--- config.mk ---
export PLATFORM = sky130hd
export DESIGN_NAME = pe_top
export DESIGN_NICKNAME = d
export VERILOG_FILES = /design/src/logic/pe_pkg.sv /design/src/logic/ipsum_fifo.sv /design/src/logic/pe_config.sv /design/src/logic/pe_mac.sv /design/src/logic/pe_top.sv
export SDC_FILE = /design/constraint.sdc
export NUM_CORES = 1
export LEC_CHECK = 0
export ABC_AREA = 1
export BUFFER_PORTS_ARGS = -buffer_cell sky130_fd_sc_hd__buf_2
export CAP_MARGIN = 10
export CORE_ASPECT_RATIO = 0.8
export CORE_MARGIN = 2
export CORE_UTILIZATION = 50
export CTS_CLUSTER_DIAMETER = 50
export DETAILED_ROUTE_END_ITERATION = 10
export HOLD_SLACK_MARGIN = 0.02
export MAX_ROUTING_LAYER = met4
export PLACE_DENSITY_LB_ADDON = 0.1
export REMOVE_ABC_BUFFERS = 1
export SLEW_MARGIN = 20
export SYNTH_ARGS = -nofsm -noshare
export SYNTH_HDL_FRONTEND = slang
export SYNTH_SLANG_ARGS = --single-unit
export TNS_END_PERCENT = 10
--- constraint.sdc ---
create_clock -name clk -period 4.5 [get_ports clk]
set_input_delay 0.45 -clock clk [delete_from_list [all_inputs] [get_ports clk]]
set_output_delay 0.45 -clock clk [all_outputs]
set_load 0.02 [all_outputs]
--- src/logic/pe_pkg.sv ---
//==========================================================================
// Shared widths and config map for one PE of the convolution accelerator
// Partial sums wrap modulo 2^PSUM_W, no saturation anywhere
// TAPS_W bounds the tap count to 1..2^TAPS_W-1
//==========================================================================
package pe_pkg;

    //======================================================================
    // Data widths
    localparam int PSUM_W = 16;  // Partial sum
    localparam int ACT_W  = 8;   // Ifmap and weight, signed
    localparam int TAPS_W = 4;   // Tap count register

    //======================================================================
    // Config register map
    localparam int CFG_ADDR_W = 2;

    localparam logic [CFG_ADDR_W-1:0] CFG_TAPS_ADDR = 2'd0;  // Tap count
    localparam logic [CFG_ADDR_W-1:0] CFG_CTRL_ADDR = 2'd1;  // Bit 0 ipsum_en

    //======================================================================
    // Ipsum push word
    // Single push takes lanes.lo only
    // Burst push stores lo first, then hi
    typedef union packed {
        logic [2*PSUM_W-1:0] raw;
        struct packed {
            logic [PSUM_W-1:0] hi;  // Second entry of a burst
            logic [PSUM_W-1:0] lo;  // Single push, first of a burst
        } lanes;
    } psum_pair_u;

endpackage

--- src/logic/ipsum_fifo.sv ---
//==========================================================================
// Ipsum FIFO, DEPTH entries of PSUM_W bits, DEPTH must be 2 or more
// Burst push (two entries) is taken only when the FIFO is empty
// Rejected pushes and pops on empty are dropped without any flag
// Pop data is registered, valid the cycle after the pop edge
//==========================================================================
`timescale 1ns/1ps

module ipsum_fifo #(
    parameter int DEPTH = 4                               // Entries
) (
    input  logic                      clk,
    input  logic                      rst_n,
    input  logic                      ipsum_fifo_reset_i, // Sync clear pulse
    input  logic                      push_en,
    input  logic                      push_mod,           // 0 single, 1 burst
    input  pe_pkg::psum_pair_u        push_data,
    output logic                      full,
    input  logic                      pop_en,
    output logic [pe_pkg::PSUM_W-1:0] pop_data,
    output logic                      empty
);
    import pe_pkg::*;

    localparam int PTR_W = $clog2(DEPTH);
    localparam int CNT_W = $clog2(DEPTH + 1);

    logic [PSUM_W-1:0] mem [DEPTH];    // Storage, no reset
    logic [PTR_W-1:0]  wr_ptr;         // Next slot to write
    logic [PTR_W-1:0]  rd_ptr;         // Next slot to read
    logic [CNT_W-1:0]  count;          // Valid entries
    logic [PSUM_W-1:0] data_out_q;
    logic              push_single;
    logic              push_burst;
    logic              pop_ok;

    // Pointer step with wrap at DEPTH
    function automatic logic [PTR_W-1:0] ptr_inc(input logic [PTR_W-1:0] ptr);
        if (ptr == PTR_W'(DEPTH - 1))
            return '0;
        else
            return ptr + 1'b1;
    endfunction

    assign full     = (count == CNT_W'(DEPTH));
    assign empty    = (count == '0);
    assign pop_data = data_out_q;

    //======================================================================
    // Acceptance, clear wins over everything
    assign push_single = push_en && !push_mod && !full  && !ipsum_fifo_reset_i;
    assign push_burst  = push_en &&  push_mod && empty  && !ipsum_fifo_reset_i;
    assign pop_ok      = pop_en  && !empty && !ipsum_fifo_reset_i;

    //======================================================================
    // Write side
    always_ff @(posedge clk) begin
        if (push_single) begin
            mem[wr_ptr] <= push_data.lanes.lo;
        end else if (push_burst) begin
            mem[wr_ptr]          <= push_data.lanes.lo;  // Lo lane pops first
            mem[ptr_inc(wr_ptr)] <= push_data.lanes.hi;
        end
    end

    always_ff @(posedge clk or negedge rst_n) begin
        if (!rst_n)
            wr_ptr <= '0;
        else if (ipsum_fifo_reset_i)
            wr_ptr <= '0;
        else if (push_burst)
            wr_ptr <= ptr_inc(ptr_inc(wr_ptr));  // Two slots
        else if (push_single)
            wr_ptr <= ptr_inc(wr_ptr);
    end

    //======================================================================
    // Read side
    always_ff @(posedge clk or negedge rst_n) begin
        if (!rst_n)
            rd_ptr <= '0;
        else if (ipsum_fifo_reset_i)
            rd_ptr <= '0;
        else if (pop_ok)
            rd_ptr <= ptr_inc(rd_ptr);
    end

    // Output register, zeroed by reset or clear
    always_ff @(posedge clk or negedge rst_n) begin
        if (!rst_n)
            data_out_q <= '0;
        else if (ipsum_fifo_reset_i)
            data_out_q <= '0;
        else if (pop_ok)
            data_out_q <= mem[rd_ptr];
    end

    //======================================================================
    // Occupancy
    always_ff @(posedge clk or negedge rst_n) begin
        if (!rst_n)
            count <= '0;
        else if (ipsum_fifo_reset_i)
            count <= '0;
        else if (push_burst)
            count <= CNT_W'(2);            // Only from empty, no pop possible
        else if (push_single && !pop_ok)
            count <= count + 1'b1;
        else if (pop_ok && !push_single)
            count <= count - 1'b1;
        // Push and pop together, count holds
    end

endmodule

--- src/logic/pe_config.sv ---
//==========================================================================
// PE config registers, tap count and ipsum enable
// A written tap count of 0 is stored as 1
// Writes land on the next edge, readback follows cfg_addr directly
//==========================================================================
`timescale 1ns/1ps

module pe_config (
    input  logic                          clk,
    input  logic                          rst_n,
    input  logic                          cfg_write,   // Write strobe
    input  logic [pe_pkg::CFG_ADDR_W-1:0] cfg_addr,
    input  logic [7:0]                    cfg_wdata,
    output logic [7:0]                    cfg_rdata,   // Combinational readback
    output logic [pe_pkg::TAPS_W-1:0]     taps,        // Level to MAC
    output logic                          ipsum_en     // Level to MAC
);
    import pe_pkg::*;

    logic [TAPS_W-1:0] taps_wr;        // Write value after zero fixup

    // MAC never sees a zero tap count
    assign taps_wr = (cfg_wdata[TAPS_W-1:0] == '0) ? TAPS_W'(1)
                                                   : cfg_wdata[TAPS_W-1:0];

    //======================================================================
    // Register write
    always_ff @(posedge clk or negedge rst_n) begin
        if (!rst_n) begin
            taps     <= TAPS_W'(1);        // One tap after reset
            ipsum_en <= 1'b0;              // Ipsum path off
        end else if (cfg_write) begin
            case (cfg_addr)
                CFG_TAPS_ADDR: taps     <= taps_wr;
                CFG_CTRL_ADDR: ipsum_en <= cfg_wdata[0];
                default: ;                 // Unused addresses ignore writes
            endcase
        end
    end

    //======================================================================
    // Readback decode
    always_comb begin
        case (cfg_addr)
            CFG_TAPS_ADDR: cfg_rdata = {{(8 - TAPS_W){1'b0}}, taps};
            CFG_CTRL_ADDR: cfg_rdata = {7'd0, ipsum_en};
            default:       cfg_rdata = 8'd0;  // Unmapped
        endcase
    end

endmodule

--- src/logic/pe_mac.sv ---
//==========================================================================
// PE MAC controller, signed ACT_W x ACT_W products summed into PSUM_W
// Sums wrap, no saturation; taps arriving while busy are ignored
// With ipsum_en set, exactly one ipsum is popped per output
// No back-pressure on opsum, the valid pulse lasts one cycle
//==========================================================================
`timescale 1ns/1ps

module pe_mac (
    input  logic                             clk,
    input  logic                             rst_n,
    input  logic [pe_pkg::TAPS_W-1:0]        taps,         // Taps per output
    input  logic                             ipsum_en,     // Add popped ipsum
    input  logic                             tap_push,     // Tap strobe
    input  logic signed [pe_pkg::ACT_W-1:0]  tap_ifmap,
    input  logic signed [pe_pkg::ACT_W-1:0]  tap_weight,
    output logic                             pop_en,       // To ipsum FIFO
    input  logic [pe_pkg::PSUM_W-1:0]        pop_data,     // Registered FIFO data
    input  logic                             empty,
    output logic                             busy,
    output logic                             opsum_valid,
    output logic [pe_pkg::PSUM_W-1:0]        opsum
);
    import pe_pkg::*;

    //======================================================================
    // FSM encoding
    localparam logic [1:0] ACC   = 2'd0;   // Taking taps
    localparam logic [1:0] FETCH = 2'd1;   // Pop ipsum or skip
    localparam logic [1:0] WAIT  = 2'd2;   // FIFO output register loading
    localparam logic [1:0] EMIT  = 2'd3;   // Opsum valid

    logic [1:0]               state;
    logic [1:0]               state_nxt;
    logic [TAPS_W-1:0]        tap_cnt;      // Taps taken so far
    logic [TAPS_W-1:0]        tap_cnt_inc;
    logic                     tap_take;
    logic                     tap_last;
    logic signed [2*ACT_W-1:0] prod;        // Full-width signed product
    logic [PSUM_W-1:0]        prod_ext;
    logic [PSUM_W-1:0]        acc;          // Running tap sum
    logic [PSUM_W-1:0]        addend;       // Ipsum or zero

    //======================================================================
    // Datapath
    assign prod     = tap_ifmap * tap_weight;   // Both operands signed
    assign prod_ext = PSUM_W'(prod);            // Sign extends

    assign tap_take    = (state == ACC) && tap_push;
    assign tap_cnt_inc = tap_cnt + 1'b1;
    assign tap_last    = (tap_cnt_inc == taps);

    // FIFO data only meaningful in WAIT
    assign addend = (state == WAIT) ? pop_data : '0;

    //======================================================================
    // Next state
    always_comb begin
        state_nxt = state;
        case (state)
            ACC: begin
                if (tap_take && tap_last)
                    state_nxt = FETCH;
            end
            FETCH: begin
                if (!ipsum_en)
                    state_nxt = EMIT;      // No ipsum, sum goes straight out
                else if (!empty)
                    state_nxt = WAIT;      // Pop issued this cycle
            end
            WAIT:    state_nxt = EMIT;
            EMIT:    state_nxt = ACC;
            default: state_nxt = ACC;
        endcase
    end

    // Pop held off until the FIFO has data
    assign pop_en = (state == FETCH) && ipsum_en && !empty;

    //======================================================================
    // State, counter and accumulator
    always_ff @(posedge clk or negedge rst_n) begin
        if (!rst_n) begin
            state   <= ACC;
            tap_cnt <= '0;
            acc     <= '0;
        end else begin
            state <= state_nxt;
            if (state == EMIT) begin
                tap_cnt <= '0;             // Fresh output window
                acc     <= '0;
            end else if (tap_take) begin
                tap_cnt <= tap_cnt_inc;
                acc     <= acc + prod_ext; // Wraps modulo 2^PSUM_W
            end
        end
    end

    // Final add, loaded on the way into EMIT
    always_ff @(posedge clk) begin
        if (state_nxt == EMIT && state != EMIT)
            opsum <= acc + addend;
    end

    //======================================================================
    // Status
    assign busy        = (state != ACC);   // Sender must hold taps
    assign opsum_valid = (state == EMIT);  // One cycle, EMIT never repeats

endmodule

--- src/logic/pe_top.sv ---
//==========================================================================
// Processing element top, config block, MAC controller and ipsum FIFO
// FIFO_DEPTH must be 2 or more; taps must not be pushed while busy
// Opsum has no back-pressure, sample it on opsum_valid
//==========================================================================
`timescale 1ns/1ps

module pe_top #(
    parameter int FIFO_DEPTH = 4                          // Ipsum entries
) (
    input  logic                          clk,
    input  logic                          rst_n,
    // Config access
    input  logic                          cfg_write,
    input  logic [pe_pkg::CFG_ADDR_W-1:0] cfg_addr,
    input  logic [7:0]                    cfg_wdata,
    output logic [7:0]                    cfg_rdata,
    // Tap stream
    input  logic                          tap_push,
    input  logic [pe_pkg::ACT_W-1:0]      tap_ifmap,      // Signed
    input  logic [pe_pkg::ACT_W-1:0]      tap_weight,     // Signed
    // Ipsum input
    input  logic                          ipsum_push,
    input  logic                          ipsum_burst,    // Two entries
    input  pe_pkg::psum_pair_u            ipsum_data,
    input  logic                          ipsum_clear,
    // Results and status
    output logic                          opsum_valid,
    output logic [pe_pkg::PSUM_W-1:0]     opsum,
    output logic                          busy,
    output logic                          ipsum_full,
    output logic                          ipsum_empty
);
    import pe_pkg::*;

    logic [TAPS_W-1:0] taps;           // Config to MAC
    logic              ipsum_en;
    logic              pop_en;         // MAC to FIFO
    logic [PSUM_W-1:0] pop_data;       // FIFO to MAC

    //======================================================================
    // Config registers
    pe_config i_config (
        .clk       (clk),
        .rst_n     (rst_n),
        .cfg_write (cfg_write),
        .cfg_addr  (cfg_addr),
        .cfg_wdata (cfg_wdata),
        .cfg_rdata (cfg_rdata),
        .taps      (taps),
        .ipsum_en  (ipsum_en)
    );

    // MAC controller
    pe_mac i_mac (
        .clk         (clk),
        .rst_n       (rst_n),
        .taps        (taps),
        .ipsum_en    (ipsum_en),
        .tap_push    (tap_push),
        .tap_ifmap   (tap_ifmap),
        .tap_weight  (tap_weight),
        .pop_en      (pop_en),
        .pop_data    (pop_data),
        .empty       (ipsum_empty),
        .busy        (busy),
        .opsum_valid (opsum_valid),
        .opsum       (opsum)
    );

    // Ipsum FIFO, push side straight from the ports
    ipsum_fifo #(
        .DEPTH (FIFO_DEPTH)
    ) i_ipsum_fifo (
        .clk                (clk),
        .rst_n              (rst_n),
        .ipsum_fifo_reset_i (ipsum_clear),
        .push_en            (ipsum_push),
        .push_mod           (ipsum_burst),
        .push_data          (ipsum_data),
        .full               (ipsum_full),
        .pop_en             (pop_en),
        .pop_data           (pop_data),
        .empty              (ipsum_empty)
    );

endmodule

* Word-level counts from Yosys, hierarchy flattened *
Memory sizes are Yosys's and may differ from the RTL's.
Index checks and enable logic that the tools add are counted.

word-level totals
  register bits after elaboration = 66
  bits in writable memories = 64
  input bits = 65
  output and inout port bits = 28
  logic and storage cells = 98
  memories kept = 1

memories
  name              words  width  read ports  clocked after Yosys merged registers in  wr ports  RTL line          text
  i_ipsum_fifo.mem  4      16     1           0                                        2         ipsum_fifo.sv:28  logic [PSUM_W-1:0] mem [DEPTH];

operators by class
  add/subtract/negate cells = 8
  multipliers = 1
  equal/unequal tests = 11
  mux-type cells = 34
  bitwise operators = 1
  reductions and logical operators = 32

operators by type and width
  operator                                             number
  2-to-1 mux 16 bit                                    6
  adder 16 bit                                         2
  2-to-1 mux 2 bit                                     14
  multiplier 8 x 8 -> 16 bit                           1
  logical AND 1 bit                                    15
  equality test 2 bit, second input constant           6
  2-to-1 mux 3 bit                                     4
  2-to-1 mux 4 bit                                     3
  one-hot mux 2 bit (4 select lines)                   1
  one-hot mux 4 bit (2 select lines)                   1
  adder 2 x 1 -> 2 bit, second input constant          3
  zero test 1 bit                                      6
  nonzero test 2 bit                                   3
  2-to-1 mux 1 bit                                     5
  adder 4 x 1 -> 4 bit, second input constant          1
  equality test 2 x 1 -> 1 bit, second input constant  2
  equality test 4 bit                                  1
  zero test 2 bit                                      2
  zero test 4 bit                                      1
  AND reduction 2 bit                                  2
  nonzero test 4 bit                                   1
  adder 3 x 1 -> 3 bit, second input constant          1
  equality test 3 bit, second input constant           1
  zero test 3 bit                                      1
  4 further kinds                                      4

* Depth between registers and ports, before layout *
  depth after elaboration = 10
  depth in mapped cells = 23
  gate-level depth less buffers = 22

* Hierarchy *
From an unflattened synthesis, not the netlist that was laid out.

second synthesis, totals
  cells, all modules = 1,231
  area total of the unflattened synthesis = 10,234.8 um^2

by module, submodules not included
  module      times used  cells each  area an instance (um^2)  seq. area each (um^2)
  pe_mac      1           701         5,510.3                  1,031.0
  ipsum_fifo  1           486         4,416.7                  2,497.4
  pe_config   1           44          307.8                    126.4

* Worst setup path before layout *
No wires, ideal clock.

  path kind = in2reg
  start = in tap_weight[7] in the netlist's numbering
  end = reg i_mac.acc[13]
  library setup time = 0.121 ns
  arrival time = 4.528 ns
  data required time = 4.379 ns
  setup slack = -0.149 ns
  stages on the path = 18
  path buffers = 0
  cells stage by stage = clkinv_1 > or2_2 > fa_1 > fa_1 > inv_1 > fa_1 > fa_1 > fa_1 > ha_1 > inv_1 > nor3_1 > nand2_1 > nand3_1 > nand2_1 > nand2_1 > nand2_1 > nand2_1 > o21ai_1

between the ends
  longest elaborated chain between the ends = 4

ends and longest elaborated chain
  element                     RTL line      text
  from (decl)                 pe_top.sv:21  input logic [pe_pkg::ACT_W-1:0] tap_weight,
  multiplier 8 x 8 -> 16 bit  pe_mac.sv:46  assign prod = tap_ifmap * tap_weight;
  adder 16 bit                pe_mac.sv:94  acc <= acc + prod_ext;
  2-to-1 mux 16 bit           pe_mac.sv:92  end else if (tap_take) begin
  2-to-1 mux 16 bit           pe_mac.sv:89  if (state == EMIT) begin
  to (signal assigned)        pe_mac.sv:94
  to (decl)                   pe_mac.sv:41  logic [PSUM_W-1:0] acc;

No other way between the ends. The select of a mux whose other input is x is not followed.
A chain may end at the register's enable or synchronous reset.

* Worst setup path after layout *
  start = in tap_weight[0] in the netlist's numbering
  end = reg i_mac.acc[15]

Same word-level chain as after synthesis.

==> run summary <==
Cell family with most CP delay: adder cells
FF-to-FF End: i_mac.acc[15]$_DFFE_PN0P_
P per Cell Area: 626 nW/um^2
Vias in the first global route: 7479
Cells on worst reg2reg path: 15
PostCTS Resize Cnt: 0
WL per Instance: 14.2 um
RePlAce Congestion: 0.859
Drt via density: 5.03
Clk slew on worst S/H paths: 0.06 ns
Die height: 131 um
CTS tree: yes
DP Cell Count: 1500
Drt drc: 0
Ys Warns: 0
Lkg Pwr: 6.00 nW
First-pass GRT wire length: 37000 um
Most frequent cell after synthesis: nand2_1
Ant diodes: 0
Final wirelength: 21700 um
Filler cells: 1810
Switching part of the total: 42.3%
Number of port buffers: 84
Max-cap violations: 0
CP Capture Type: flip-flop
Max Clk Rate: 237 MHz
Final worst path period share: 93.6%
Critical Path AT: 4.52 ns
Core Region: 19900 um^2
Clk network pwr share: 20.8%
Worst-Margin Slew: 1.04 ns
Fin nets: 1454
Hold WS: 0.142 ns
Synth cell types: 45
Post-Syn Area: 10100 um^2
CTS buffer count: 17
Synth async-reset ratio: 38.5%
Longest Clk Path Bufs: 2
Sequential Power Share: 23.7%
Number of synthesized flops with an enable pin: 80
Cell chain of the critical path: buf_2 > nand2_1 > inv_1 > fa_1 > inv_1 > fa_1 > inv_1 > fa_1 > fa_1 > ha_1 > ha_1 > inv_1 > o21ai_0 > a21boi_0 > nand3_1 > nand3_1 > nand3_1 > nand2_1
Final HPWL DP: 16400 um
Rows: 46
Area contributors post-synth: edfxtp_1, fa_1, dfrtp_1
Mean Syn Cell Area: 8.76 um^2
Fin cells: 1532
Comb pwr share: 55.5%
Post-CTS Hold Buffers: 0
Prevailing post-synth register cell: edfxtp_1
Initial DRC Count: 594
Largest net degree at the start of global routing: 51
Power Internal: 0.00419 W
GR Overflow Total: 0
Die span in x: 163 um
Sw Pwr: 0.00307 W
Setup violators final: 0
R2R Path Start: i_mac.acc[12]$_DFFE_PN0P_
Synth area leader: edfxtp_1
CP Buf/Inv Count: 5
Initial Util: 51.1%
DR pass1 iterations: 5
Crit Path Category: in2reg
# H-tree levels: 4
Critical Path RT: 4.81 ns
R2R Setup Slk: 0.35 ns
Count of pins over their slew limit: 0
Maximum VDD drop: 0.431 mV
Die ar.: 21400 um^2
Later-pin clock latency in the skew report: 0.42 ns
Crit path launch: tap_weight[0]
Number of post-CTS setup repair buffers: 0
Slew headroom: 30.3%
Routed Antenna Nets: 0
Clock skew: 0.00851 ns
Yosys reg bits: 130
Cell count after synthesis: 1158
Synth top cells by count: nand2_1, inv_1, edfxtp_1
Max incr delay on CP: 0.58 ns
Hold Path Class: in2async
Sinks on Clock Net: 130
CP max FO: 8
Layout cell share with drive strength beyond 1: 17.0%
RSZ-0062 raised after global routing: no
Boundary pin count: 93
Area delta synth->final: 14.4%
Sequential fraction of the synthesis area: 36.0%
Post-synth top area share: 23.7%
Total GRT Usage: 22.4%
Root Buffer: clkbuf_16
CP Launch Type: input pin
Vias: 7711
Final Hold Viols: 0
Initial antenna violation count: 0
Final Critical Period: 4.21 ns
Critical-path top delay cell: fa_1
Outcome: completed
==> worst reg2reg max path, stage by stage, from the launching register on <==
cell and delay (ns):
dfrtp_1 0.44, fa_1 0.56, inv_1 0.05, fa_1 0.50, inv_1 0.05, fa_1 0.55
fa_1 0.42, ha_1 0.31, ha_1 0.31, inv_1 0.06, o21ai_0 0.29, a21boi_0 0.15
nand3_1 0.13, nand3_1 0.09, nand3_1 0.08, nand2_1 0.05
==> logic make-up after synthesis <==
kind of cell             after synthesis  share of synthesized area, %
other                                  1                        0.0370
XOR/XNOR                              20                          1.73
multiplexers                           1                         0.111
flip-flops                           130                          36.0
AO/OA/AOI/OAI                        192                          12.1
AND/OR/NAND/NOR                      419                          17.3
adder cells (fa/ha/maj)              134                          21.9
buffers and inverters                261                          10.8
==> cell usage in the layout, fill, tap and decap left out, types with 3 or more instances in the layout <==
| cell | Yosys | layout |
|---|---|---|
| nand2_1 | 302 | 302 |
| inv_1 | 209 | 206 |
| buf_2 | 9 | 84 |
| edfxtp_1 | 80 | 80 |
| fa_1 | 73 | 73 |
| ha_1 | 61 | 59 |
| nor2_1 | 54 | 54 |
| dfrtp_1 | 49 | 49 |
| o21ai_0 | 41 | 41 |
| a21oi_1 | 38 | 37 |
| buf_4 | 5 | 37 |
| nand3_1 | 34 | 34 |
| o21ai_1 | 30 | 30 |
| o21ai_2 | 30 | 30 |
| o22ai_1 | 21 | 21 |
| xor2_1 | 17 | 17 |
| a32o_1 | 17 | 17 |
| clkbuf_16 | 0 | 17 |
| nor3_1 | 7 | 6 |
| inv_2 | 3 | 5 |
| nand2_2 | 5 | 5 |
| bufinv_16 | 0 | 5 |
| nand4_1 | 4 | 4 |
| conb_1 | 1 | 4 |
| o21bai_1 | 3 | 3 |
| xnor2_1 | 3 | 3 |
| a31oi_1 | 3 | 3 |
| nor2_4 | 3 | 3 |
| nand2_4 | 3 | 3 |
| clkinvlp_4 | 0 | 3 |
| clkinv_4 | 0 | 3 |
| clkinv_2 | 0 | 3 |
==> how the worst max path moves through the flow <==
stage	to	slack, ns	depth (start not counted)
6_report	i_mac.acc[15]$_DFFE_PN0P_	0.29	18
5_1_grt	i_mac.acc[14]$_DFFE_PN0P_	0.02	18
4_1_cts	i_mac.acc[15]$_DFFE_PN0P_	0.04	17
3_5_place_dp	i_mac.acc[15]$_DFFE_PN0P_	-0.39	17
3_3_place_gp	i_mac.acc[15]$_DFFE_PN0P_	-0.33	17
2_1_floorplan	i_mac.acc[13]$_DFFE_PN0P_	-0.15	18
==> power by group through the flow <==
stage / logic [W] / registers [W] / clock network (W)
2_1_floorplan: 0.00259 / 0.00181 / 0
3_3_place_gp: 0.00381 / 0.00174 / 0
3_5_place_dp: 0.00389 / 0.00175 / 0
4_1_cts: 0.00392 / 0.00173 / 0.00152
5_1_grt: 0.00469 / 0.00175 / 0.00157
6_report: 0.00403 / 0.00172 / 0.00151
==> per-layer routing <==
metal	track usage, %	part of all wire (%)	vias to the layer above
li1	-	-	3892
met1	34.2	50	3636
met2	31.5	44	167
met3	3.72	4.9	16
met4	4.28	0.92	0
met5	-	0	-
==> flip-flops by register name (all words and copies together), names as in the netlist <==
signal                 flops
i_mac.opsum               16
i_mac.state                2
i_config.ipsum_en          1
i_config.taps              4
i_mac.tap_cnt              4
i_ipsum_fifo.mem          64
i_ipsum_fifo.pop_data     16
i_mac.acc                 16
i_ipsum_fifo.wr_ptr        2
i_ipsum_fifo.count         3
i_ipsum_fifo.rd_ptr        2
==> per-stage QoR <==
| step | setup TNS, ns | power (W) | util [%] | instance area [um^2] | worst slack [ns] |
|---|---|---|---|---|---|
| after floorplan | -0.541 | 0.00440 | - | 9860 | -0.150 |
| after global placement | -1.79 | 0.00555 | 55.0 | 10900 | -0.331 |
| after detailed placement | -2.17 | 0.00564 | 55.0 | 10900 | -0.394 |
| after CTS | 0 | 0.00716 | 58.2 | 11600 | 0.0429 |
| after global routing | 0 | 0.00801 | 58.4 | 11600 | 0.0191 |
| final | 0 | 0.00726 | 58.4 | 11600 | 0.288 |
==> area by class of cell <==
cell class | count | area [um^2] | share of cell area, %
well taps | 264 | 330 | 2.85
inverters | 214 | 806 | 6.95
clock buffers | 18 | 429 | 3.70
repair buffers | 122 | 718 | 6.19
multi-input cells | 770 | 5450 | 47.0
flip-flops and latches | 130 | 3650 | 31.5
clock inverters | 14 | 214 | 1.84
(Power assumes the default switching activity.)
